<file path="config.mk">
export PLATFORM = sky130hd
export DESIGN_NAME = memsched_top
export DESIGN_NICKNAME = d
export VERILOG_FILES = /design/src/hw/memsched_pkg.sv /design/src/hw/core_queues.sv /design/src/hw/fp_scheduler.sv /design/src/hw/mem_port.sv /design/src/hw/memsched_top.sv /design/src/hw/request_packetizer.sv
export SDC_FILE = /design/constraint.sdc
export NUM_CORES = 2
export LEC_CHECK = 0
export BUFFER_PORTS_ARGS = -buffer_cell sky130_fd_sc_hd__clkbuf_2
export CORE_UTILIZATION = 50
export CTS_CLUSTER_DIAMETER = 50
export DETAILED_ROUTE_END_ITERATION = 12
export MAX_ROUTING_LAYER = met4
export PLACE_DENSITY = 0.7
export SLEW_MARGIN = 20
export SYNTH_ARGS = -nofsm -noshare
export SYNTH_HDL_FRONTEND = slang
export SYNTH_SLANG_ARGS = --single-unit
</file>
<file path="constraint.sdc">
create_clock -name aclk -period 12.35 [get_ports aclk]
set_input_delay 1.235 -clock aclk [delete_from_list [all_inputs] [get_ports aclk]]
set_output_delay 1.235 -clock aclk [all_outputs]
set_load 0.01 [all_outputs]
</file>
<file path="src/hw/memsched_pkg.sv">
package memsched_pkg;

    ////////////////////
    // Widths

    localparam int ADDR_W    = 40;
    localparam int ID_W      = 16;
    localparam int DATA_W    = 128;
    localparam int NUM_CORES = 4;
    localparam int PRIO_W    = 4;

    // Address bits that name the target core
    localparam int CORE_HI = 15;
    localparam int CORE_LO = 14;

    ////////////////////
    // Types

    typedef logic [ADDR_W-1:0]            addr_t;
    typedef logic [ID_W-1:0]              req_id_t;
    typedef logic [DATA_W-1:0]            data_t;
    typedef logic [$clog2(NUM_CORES)-1:0] core_id_t;
    typedef logic [PRIO_W-1:0]            prio_t;

    // Top id bit carries the source client port
    typedef struct packed {
        addr_t   addr;
        req_id_t id;
        logic    is_write;
    } mem_req_t;

    typedef struct packed {
        req_id_t id;
        data_t   data;
    } mem_rsp_t;

endpackage

</file>
<file path="src/hw/core_queues.sv">
module core_queues
    import memsched_pkg::*;
#(
    parameter int QUEUE_DEPTH = 4
)
(
    input  logic                      aclk,
    input  logic                      arst_n,
    input  logic                      wr0_valid,
    input  mem_req_t                  wr0,
    input  core_id_t                  wr0_core,
    input  logic                      wr1_valid,
    input  mem_req_t                  wr1,
    input  core_id_t                  wr1_core,
    input  logic [NUM_CORES-1:0]      pop,
    output mem_req_t [NUM_CORES-1:0]  head,
    output logic [NUM_CORES-1:0]      not_empty,
    output logic [15:0]               drop_count
);

    localparam int PTR_W = $clog2(QUEUE_DEPTH);

    typedef logic [PTR_W-1:0] ptr_t;
    typedef logic [PTR_W:0]   cnt_t;

    mem_req_t             mem [NUM_CORES][QUEUE_DEPTH];
    ptr_t                 rd_ptr [NUM_CORES];
    ptr_t                 wr_ptr [NUM_CORES];
    cnt_t                 count [NUM_CORES];
    logic [NUM_CORES-1:0] acc0;
    logic [NUM_CORES-1:0] acc1;
    logic                 drop0;
    logic                 drop1;
    logic [16:0]          drop_sum;

    ////////////////////
    // Admission, port 0 first

    always_comb
    begin
        for (int c = 0; c < NUM_CORES; c++)
        begin
            acc0[c] = wr0_valid && (wr0_core == core_id_t'(c)) && (count[c] < QUEUE_DEPTH);
            acc1[c] = wr1_valid && (wr1_core == core_id_t'(c))
                      && ((count[c] + cnt_t'(acc0[c])) < QUEUE_DEPTH);
        end
    end

    assign drop0    = wr0_valid && !acc0[wr0_core];
    assign drop1    = wr1_valid && !acc1[wr1_core];
    assign drop_sum = {1'b0, drop_count} + 17'(drop0) + 17'(drop1);

    ////////////////////
    // Pointers and counts

    always_ff @(posedge aclk or negedge arst_n)
    begin
        if (!arst_n)
        begin
            for (int c = 0; c < NUM_CORES; c++)
            begin
                rd_ptr[c] <= '0;
                wr_ptr[c] <= '0;
                count[c]  <= '0;
            end
            drop_count <= '0;
        end
        else
        begin
            for (int c = 0; c < NUM_CORES; c++)
            begin
                wr_ptr[c] <= wr_ptr[c] + ptr_t'(acc0[c]) + ptr_t'(acc1[c]);
                if (pop[c])
                begin
                    rd_ptr[c] <= rd_ptr[c] + 1'b1;
                end
                count[c] <= count[c] + cnt_t'(acc0[c]) + cnt_t'(acc1[c]) - cnt_t'(pop[c]);
            end
            // Saturate
            drop_count <= drop_sum[16] ? 16'hffff : drop_sum[15:0];
        end
    end

    always_ff @(posedge aclk)
    begin
        for (int c = 0; c < NUM_CORES; c++)
        begin
            if (acc0[c])
            begin
                mem[c][wr_ptr[c]] <= wr0;
            end
            if (acc1[c])
            begin
                mem[c][wr_ptr[c] + ptr_t'(acc0[c])] <= wr1;
            end
        end
    end

    always_comb
    begin
        for (int c = 0; c < NUM_CORES; c++)
        begin
            head[c]      = mem[c][rd_ptr[c]];
            not_empty[c] = (count[c] != '0);
        end
    end

endmodule

</file>
<file path="src/hw/fp_scheduler.sv">
module fp_scheduler
    import memsched_pkg::*;
(
    input  logic                      aclk,
    input  logic                      arst_n,
    input  logic                      cfg_we,
    input  core_id_t                  cfg_core,
    input  prio_t                     cfg_prio,
    input  mem_req_t [NUM_CORES-1:0]  head,
    input  logic [NUM_CORES-1:0]      not_empty,
    input  logic                      issue_ready,
    output logic [NUM_CORES-1:0]      pop,
    output logic                      issue_valid,
    output mem_req_t                  issue
);

    prio_t    prio [NUM_CORES];
    prio_t    best;
    core_id_t sel;
    logic     found;

    // Priority registers
    always_ff @(posedge aclk or negedge arst_n)
    begin
        if (!arst_n)
        begin
            for (int c = 0; c < NUM_CORES; c++)
            begin
                prio[c] <= '0;
            end
        end
        else if (cfg_we)
        begin
            prio[cfg_core] <= cfg_prio;
        end
    end

    ////////////////////
    // Selection

    always_comb
    begin
        sel   = '0;
        best  = '0;
        found = 1'b0;
        for (int c = 0; c < NUM_CORES; c++)
        begin
            // Strict compare, ties go to the lower core
            if (not_empty[c] && (!found || (prio[c] > best)))
            begin
                sel   = core_id_t'(c);
                best  = prio[c];
                found = 1'b1;
            end
        end
    end

    assign issue_valid = |not_empty;
    assign issue       = head[sel];

    always_comb
    begin
        pop = '0;
        if (issue_valid && issue_ready)
        begin
            pop[sel] = 1'b1;
        end
    end

endmodule

</file>
<file path="src/hw/mem_port.sv">
module mem_port
    import memsched_pkg::*;
(
    input  logic     aclk,
    input  logic     arst_n,
    input  logic     issue_valid,
    input  mem_req_t issue,
    output logic     issue_ready,
    output logic     mem_req_valid,
    output mem_req_t mem_req,
    input  logic     mem_req_ready,
    input  logic     mem_rsp_valid,
    input  mem_rsp_t mem_rsp,
    output logic     rsp0_valid,
    output mem_rsp_t rsp0,
    output logic     rsp1_valid,
    output mem_rsp_t rsp1
);

    logic     issue_fire;
    mem_rsp_t rsp_fwd;

    ////////////////////
    // Issue register

    assign issue_ready = !mem_req_valid || mem_req_ready;
    assign issue_fire  = issue_valid && issue_ready;

    always_ff @(posedge aclk or negedge arst_n)
    begin
        if (!arst_n)
        begin
            mem_req_valid <= 1'b0;
        end
        else if (issue_fire)
        begin
            mem_req_valid <= 1'b1;
        end
        else if (mem_req_ready)
        begin
            mem_req_valid <= 1'b0;
        end
    end

    always_ff @(posedge aclk)
    begin
        if (issue_fire)
        begin
            mem_req <= issue;
        end
    end

    ////////////////////
    // Response routing

    // Strip the port tag before handing back
    assign rsp_fwd = '{id: {1'b0, mem_rsp.id[ID_W-2:0]}, data: mem_rsp.data};

    always_comb
    begin
        rsp0_valid = 1'b0;
        rsp0       = '0;
        rsp1_valid = 1'b0;
        rsp1       = '0;
        if (mem_rsp.id[ID_W-1])
        begin
            rsp1_valid = mem_rsp_valid;
            rsp1       = rsp_fwd;
        end
        else
        begin
            rsp0_valid = mem_rsp_valid;
            rsp0       = rsp_fwd;
        end
    end

endmodule

</file>
<file path="src/hw/memsched_top.sv">
module memsched_top
    import memsched_pkg::*;
#(
    parameter int QUEUE_DEPTH = 4
)
(
    input  logic        aclk,
    input  logic        arst_n,
    input  logic        req0_valid,
    input  mem_req_t    req0,
    input  logic        req1_valid,
    input  mem_req_t    req1,
    input  logic        cfg_we,
    input  core_id_t    cfg_core,
    input  prio_t       cfg_prio,
    output logic        mem_req_valid,
    output mem_req_t    mem_req,
    input  logic        mem_req_ready,
    input  logic        mem_rsp_valid,
    input  mem_rsp_t    mem_rsp,
    output logic        rsp0_valid,
    output mem_rsp_t    rsp0,
    output logic        rsp1_valid,
    output mem_rsp_t    rsp1,
    output logic [15:0] drop_count
);

    logic                     pkt0_valid;
    mem_req_t                 pkt0;
    core_id_t                 pkt0_core;
    logic                     pkt1_valid;
    mem_req_t                 pkt1;
    core_id_t                 pkt1_core;
    mem_req_t [NUM_CORES-1:0] head;
    logic [NUM_CORES-1:0]     not_empty;
    logic [NUM_CORES-1:0]     pop;
    logic                     issue_valid;
    mem_req_t                 issue;
    logic                     issue_ready;

    ////////////////////
    // Client side

    request_packetizer #(
        .PORT_SEL(1'b0)
    ) u_pkt0 (
        .aclk(aclk),
        .arst_n(arst_n),
        .req_valid(req0_valid),
        .req(req0),
        .pkt_valid(pkt0_valid),
        .pkt(pkt0),
        .pkt_core(pkt0_core)
    );

    request_packetizer #(
        .PORT_SEL(1'b1)
    ) u_pkt1 (
        .aclk(aclk),
        .arst_n(arst_n),
        .req_valid(req1_valid),
        .req(req1),
        .pkt_valid(pkt1_valid),
        .pkt(pkt1),
        .pkt_core(pkt1_core)
    );

    ////////////////////
    // Queueing and scheduling

    core_queues #(
        .QUEUE_DEPTH(QUEUE_DEPTH)
    ) u_core_queues (
        .aclk(aclk),
        .arst_n(arst_n),
        .wr0_valid(pkt0_valid),
        .wr0(pkt0),
        .wr0_core(pkt0_core),
        .wr1_valid(pkt1_valid),
        .wr1(pkt1),
        .wr1_core(pkt1_core),
        .pop(pop),
        .head(head),
        .not_empty(not_empty),
        .drop_count(drop_count)
    );

    fp_scheduler u_fp_scheduler (
        .aclk(aclk),
        .arst_n(arst_n),
        .cfg_we(cfg_we),
        .cfg_core(cfg_core),
        .cfg_prio(cfg_prio),
        .head(head),
        .not_empty(not_empty),
        .issue_ready(issue_ready),
        .pop(pop),
        .issue_valid(issue_valid),
        .issue(issue)
    );

    ////////////////////
    // Memory side

    mem_port u_mem_port (
        .aclk(aclk),
        .arst_n(arst_n),
        .issue_valid(issue_valid),
        .issue(issue),
        .issue_ready(issue_ready),
        .mem_req_valid(mem_req_valid),
        .mem_req(mem_req),
        .mem_req_ready(mem_req_ready),
        .mem_rsp_valid(mem_rsp_valid),
        .mem_rsp(mem_rsp),
        .rsp0_valid(rsp0_valid),
        .rsp0(rsp0),
        .rsp1_valid(rsp1_valid),
        .rsp1(rsp1)
    );

endmodule

</file>
<file path="src/hw/request_packetizer.sv">
module request_packetizer
    import memsched_pkg::*;
#(
    parameter bit PORT_SEL = 1'b0
)
(
    input  logic     aclk,
    input  logic     arst_n,
    input  logic     req_valid,
    input  mem_req_t req,
    output logic     pkt_valid,
    output mem_req_t pkt,
    output core_id_t pkt_core
);

    always_ff @(posedge aclk or negedge arst_n)
    begin
        if (!arst_n)
        begin
            pkt_valid <= 1'b0;
        end
        else
        begin
            pkt_valid <= req_valid;
        end
    end

    // Tag with the source port so the response finds its way back
    always_ff @(posedge aclk)
    begin
        if (req_valid)
        begin
            pkt.addr     <= req.addr;
            pkt.id       <= {PORT_SEL, req.id[ID_W-2:0]};
            pkt.is_write <= req.is_write;
        end
    end

    // Core number sits in the address
    assign pkt_core = pkt.addr[CORE_HI:CORE_LO];

endmodule

</file>
# [After elaboration in Yosys (flattened, before gate mapping)]
# Memories as Yosys holds them, arrays and structs flattened.
# Cells that the tools add are included.
[totals] mem_count=1 ram_bits=912 register_bits=232 wordCells=2062
[mem_list] name="u_core_queues.mem" words=4 width=228 rd=4 rd_clocked_by_memory_dff=0 wr=4 line_no="core_queues.sv:26" rtl="mem_req_t mem [NUM_CORES][QUEUE_DEPTH];"
[classes] n_mux=984 n_lt_le_gt_ge=37 add_sub_neg=30 n_reduce_logical=50 bitwise_logic=925 eq_ne=6
[op_table] cell="228-bit two-way mux" n=8
[op_table] cell="57-bit two-way mux" n=17
[op_table] cell="1-bit two-way mux" n=931
[op_table] cell="57-bit demux with 2-bit select" n=8
[op_table] cell="1-bit OR" n=912
[op_table] cell="57-bit binary-select mux with 2-bit select" n=5
[op_table] cell="143-bit two-way mux" n=2
[op_table] cell="32-bit by 3-bit < comparator with 1-bit output, second input constant" n=4
[op_table] cell="3-bit >= comparator, second input constant" n=13
[op_table] cell="2-bit NOT with 3-bit output" n=13
[op_table] cell="1-bit logical AND" n=32
[op_table] cell="3-bit by 1-bit < comparator with 1-bit output, second input constant" n=9
[op_table] cell="3-bit by 1-bit adder with 3-bit output" n=8
[op_table] cell="4-bit two-way mux" n=5
[op_table] cell="16-bit by 1-bit adder with 17-bit output" n=1
[op_table] cell="17-bit by 1-bit adder with 17-bit output" n=1
[op_table] cell="2-bit by 1-bit adder with 2-bit output" n=8
[op_table] cell="3-bit by 1-bit adder with 4-bit output" n=4
[op_table] cell="16-bit bitwise mux" n=1
[op_table] cell="16-bit two-way mux" n=1
[op_table] cell="4-bit > comparator" n=3
[op_table] cell="3-bit < comparator, second input constant" n=4
[op_table] cell="3-bit nonzero test" n=4
[op_table] cell="3-bit by 1-bit subtractor with 3-bit output" n=4
[op_table] cell="other kinds (14)" n=34

# [Logic depth before layout (Yosys ltp)]
[logic_depth] ltp_word=20 mapped_depth=30

# [Cells and area by module]
# A second synthesis with hierarchy kept.
[hier_totals] hier_cells=3446 area_unflattened_um2=56898.3
[by_module_without_submodules] mod="core_queues" area_per_inst_um2=46533.4 n_inst=1 seq_area_each_um2=28487.3 cells_per_inst=2570
[by_module_without_submodules] mod="mem_port" area_per_inst_um2=3895.0 n_inst=1 seq_area_each_um2=1736.7 cells_per_inst=384
[by_module_without_submodules] mod="request_packetizer" area_per_inst_um2=1732.9 n_inst=2 seq_area_each_um2=1706.6 cells_per_inst=61
[by_module_without_submodules] mod="fp_scheduler" area_per_inst_um2=3004.1 n_inst=1 seq_area_each_um2=400.4 cells_per_inst=370

# [Least setup slack after synthesis]
# Ideal clock, no wire load.
[synth_path] kind="reg2reg" start="reg u_core_queues.count[11] (netlist name)" end="reg u_core_queues.count[2] (netlist name)" path_slack_ps=6150 arrival_time_ps=6077 path_stages_with_launch=30 setup_ps=123 cell_sequence="dfrtp_1 > or3_1 > buf_2 > nand2_1 > inv_1 > ha_1 > nand4_1 > o32ai_1 > a31oi_2 > clkbuf_1 > nor2_1 > a21oi_1 > ha_1 > nor2b_1 > o211a_1 > a2111oi_4 > or2_1 > clkbuf_1 > a21o_1 > ha_1 > a21oi_1 > o21ai_0 > a32oi_1 > clkbuf_1 > nor2_1 > ha_1 > inv_1 > fa_1 > fa_1 > xnor2_1"
[synth_via] elab_chain_cells=20 elab_cells_between_ends=31 classes_between="add/sub: 1; order compare: 5; mux: 12; reduce/logical: 13"
[synth_rtl] element="from (decl)" line_no="core_queues.sv:29" rtl="cnt_t count [NUM_CORES];"
[synth_rtl] element="from (signal, indexed assignment)" line_no="core_queues.sv:77" rtl="count[c] <= count[c] + cnt_t'(acc0[c]) + cnt_t'(acc1[c]) - cnt_t'(pop[c]);"
[synth_rtl] element="3-bit nonzero test *" line_no="core_queues.sv:104" rtl="not_empty[c] = (count[c] != '0);"
[synth_rtl] element="4-bit two-way mux / 1-bit two-way mux (equally long branches)" line_no="fp_scheduler.sv:49" rtl="if (not_empty[c] && (!found || (prio[c] > best)))"
[synth_rtl] element="4-bit > comparator / 1-bit zero test (equally long branches)" line_no="fp_scheduler.sv:49"
[synth_rtl] element="1-bit logical OR" line_no="fp_scheduler.sv:49"
[synth_rtl] element="1-bit logical AND" line_no="fp_scheduler.sv:49"
[synth_rtl] element="4-bit two-way mux / 1-bit two-way mux (equally long branches)" line_no="fp_scheduler.sv:49"
[synth_rtl] element="4-bit > comparator / 1-bit zero test (equally long branches)" line_no="fp_scheduler.sv:49"
[synth_rtl] element="1-bit logical OR" line_no="fp_scheduler.sv:49"
[synth_rtl] element="(+5 left out)"
[synth_rtl] element="2-bit two-way mux" line_no="fp_scheduler.sv:49"
[synth_rtl] element="2-bit by 3-bit < comparator with 1-bit output (not written as such) / 2-bit by 1-bit >= comparator with 1-bit output (equally long branches)" line_no="fp_scheduler.sv:66" rtl="pop[sel] = 1'b1;"
[synth_rtl] element="1-bit logical AND (not written as such)" line_no="fp_scheduler.sv:66"
[synth_rtl] element="1-bit two-way mux (not written as such)" line_no="fp_scheduler.sv:66"
[synth_rtl] element="1-bit demux with 2-bit select"
[synth_rtl] element="4-bit two-way mux *" line_no="fp_scheduler.sv:64" rtl="if (issue_valid && issue_ready)"
[synth_rtl] element="named net pop[3]" line_no="memsched_top.sv:36" rtl="logic [NUM_CORES-1:0] pop;"
[synth_rtl] element="3-bit by 1-bit subtractor with 3-bit output *" line_no="core_queues.sv:77"
# The timed path passes the listed nets; every way through them passes the cells marked *.
# A chain may end at the register's enable or synchronous reset.

# [Worst setup path after layout]
# Ends and elaborated chain as after synthesis.

==> metrics.yaml <==
drc_errors: 0
final_area_sq_mm: 0.0653
p_comb_frac: 0.349
synth_edf_count: 1077
worstSetupEndpoint: "u_core_queues.count[2]"
syn_area_sq_mm: 0.0566
worst-setup-path-type: "register to register"
intPower_mw: 9.26
first_pass_iters: 6
placed_area_sq_mm: 0.0610
ir_drop_v: 0.000370
synth_common_cells: "edfxtp_1 (1077), mux2_2 (840), clkbuf_1 (234)"
tns_ns: 0
pwr-share-clk: 0.268
synth.area.top_cells: "edfxtp_1 (57%), mux2_2 (17%), mux4_2 (9.1%), dfrtp_1 (2.8%), nor2b_1 (1.7%)"
avgSynthCellArea_sq_um: 16.2
finalSetupViolations: 0
grt_pass1_wl_mm: 276
synth_top_area_frac: 0.571
fin_worst_skew_ns: 0.0262
io-pin-count: 635
wl_per_cell_um: 35.8
cap_violations: 0
insertion_delay_ns: 0.73
status: "complete, no violations"
grt_use_total: 0.358
area_growth_pct: 15.4
cts_setup_buffers: 0
cts-hold-fix-buffers: 0
fin_nets: 4288
fin_hold_ws_ns: 0.454
die_width_um: 339
cellLeakagePower_nw: 23.1
ys_types: 61
yosysWarnings: 0
max_freq_mhz: 124
relSlewSlack: 0.204
die_h_um: 339
syn_inst: 3506
io_buffer_count: 630
cp.arrival_ns: 8.64
powerDensity_mw_per_mm2: 222
async_flop_share: 0.0551
cts_resized: 0
crit_path_start_kind: "register"
ys_ff_latch: 1144
grt_start_max_net_pins: 134
period_share: 0.650
synth_top_area_cell: "edfxtp_1"
worstMarginPinSlew_ns: 1.19
ant_nets: 0
dp_hpwl_mm: 127
min_path_type: "register to register"
ys.flop_type: "edfxtp_1"
antenna_found_initial: 24
slew_violations: 0
drt_wl_total_mm: 200
core_region_area_sq_mm: 0.112
vias: 35600
pwr-share-seq: 0.383
grt_overflow: 0
crit_start: "u_core_queues.count[11]"
dieArea_sq_mm: 0.115
reg2reg_slack_ns: 4.32
grt_setup_unrepaired: "false"
initial_utilization: 0.504
cts.clk_slew.worst_paths_ns: 0.06
numCtsBuffers: 133
cts_tree: "built"
r2r_start: "u_core_queues.count[11]"
r2r_end: "u_core_queues.count[2]"
ctsHtreeMaxLevel: 4
drive_gt1_frac: 0.493
required_ns: 12.96
first_iter_violations: 4156
fin_crit_ns: 8.03
clock_tree.root_cell: "clkbuf_16"
clock_path_buffers: 3
hold_violations: 0
via_per_inst: 6.35
clkSinkCount: 1144
cp-end-kind: "register"
worst-r2r-cell-count: 26
power_switching_share: 0.362
gp_congestion: 1.06
ys_seq_area_frac: 0.600
p_switching_mw: 5.26
synth_most_common_cell: "edfxtp_1"
grt_pass1_vias: 34900
cp_max_fo: 117
rows: 123
## through the flow
| step | setup WS [ns] | instances | util | power (mW) |
|---|---|---|---|---|
| global route | 3.93 | 5592 | 0.581 | 15.0 |
| floorplan | 6.15 | 3507 | - | 8.67 |
| CTS | 4.21 | 5575 | 0.581 | 14.5 |
| finish | 4.32 | 5604 | 0.582 | 14.5 |
| detailed placement | 4.24 | 5344 | 0.543 | 10.7 |
| global placement | 4.28 | 5344 | 0.543 | 10.6 |
## worst max-delay path: stages (launching register included)
cell and delay (ns):
dfrtp_1 0.43, or3_1 0.56, nand2_1 0.15, inv_1 0.05
ha_1 0.26, nand4_1 0.13, o32ai_1 0.15, a31oi_4 0.30
buf_12 0.49, nor2_1 0.08, a21oi_1 0.21, ha_1 0.29
nor2b_1 0.14, o211a_1 0.23, a2111oi_4 0.29, buf_4 0.29
or2_4 0.56, mux2_1 0.39, ha_1 0.28, a41oi_1 0.20
a32oi_4 0.88, nor2_1 0.18, ha_1 0.33, inv_1 0.05
fa_1 0.40, fa_1 0.40, xnor2_1 0.14
## power by group through the flow
stage | clock (mW) | combinational, mW | sequential, mW
6_report | 3.89 | 5.07 | 5.56
5_1_grt | 4.06 | 5.32 | 5.62
4_1_cts | 3.92 | 5.04 | 5.56
3_5_place_dp | 0 | 5.03 | 5.64
3_3_place_gp | 0 | 4.94 | 5.62
2_1_floorplan | 0 | 3.44 | 5.24
## sequential cells by signal, summed over array words and instances (netlist names)
register	cells
u_core_queues.count	12
u_core_queues.drop_count	16
u_core_queues.mem	912
u_core_queues.rd_ptr	8
u_core_queues.wr_ptr	8
u_fp_scheduler.prio	16
u_mem_port.mem_req	57
u_mem_port.mem_req_valid	1
u_pkt0.pkt	56
u_pkt0.pkt_valid	1
u_pkt1.pkt	56
u_pkt1.pkt_valid	1
## layout make-up
class | count | area [sq um]
antenna | 29 | 72.6
clock buffer | 167 | 3610
clock inverter | 64 | 662
fill | 8764 | 47000
inverter | 31 | 118
multi-input combinational | 1973 | 21300
sequential | 1144 | 34000
tap | 1500 | 1880
timing repair buffer | 696 | 3670
## placed cells by master, fill, tap and decap left out, drive strengths merged, types with 6 or more instances in the layout
master	instances
nor2	17
edfxtp	1077
a21boi	56
xor2	15
and2	154
ha	29
buf	69
bufinv	12
clkbuf	794
mux4	228
nor3	16
o21ai	15
nor2b	156
xnor2	18
mux2	883
clkinv	40
or2	12
nand4b	58
fa	9
nand2b	14
or3	6
nand2	97
nand3	22
dfrtp	63
o211ai	113
diode	29
a21oi	11
inv	36
clkinvlp	7
## routing by layer
layer | track usage | share of wire | up-vias
met5 | - | 0 | -
met4 | 0.245 | 0.081 | 0
met3 | 0.0761 | 0.089 | 420
met2 | 0.542 | 0.47 | 2088
met1 | 0.431 | 0.36 | 18500
li1 | - | - | 14600
## worst min path at each step
stage	slack (ns)	cells after the start	from	endpoint
after floorplan	0.42	2	u_core_queues.mem[2][16]	u_core_queues.mem[2][16]
after global placement	0.43	2	u_core_queues.mem[2][16]	u_core_queues.mem[2][16]
after detailed placement	0.44	2	u_core_queues.mem[2][16]	u_core_queues.mem[2][16]
after CTS	0.45	2	u_core_queues.mem[2][16]	u_core_queues.mem[2][16]
after global routing	0.48	1	u_core_queues.mem[2][187]	u_core_queues.mem[2][187]
final	0.45	2	u_core_queues.mem[2][16]	u_core_queues.mem[2][16]
## cell families (layout without fill, tap and decap cells)
| kind of cell | Yosys count | count (layout) | share of synthesized area |
|---|---|---|---|
| and+or+nand+nor | 574 | 574 | 0.0613 |
| AOI/OAI and AO/OA | 215 | 215 | 0.0280 |
| xor gates and xnor gates | 33 | 33 | 0.00510 |
| DFF | 1144 | 1144 | 0.600 |
| adders and majority gates | 38 | 38 | 0.00959 |
| other | 1 | 31 | 0.0000662 |
| muxes | 1111 | 1111 | 0.266 |
| buffers and inverters | 390 | 958 | 0.0294 |
Note: power is estimated with default switching activity, not from simulation.
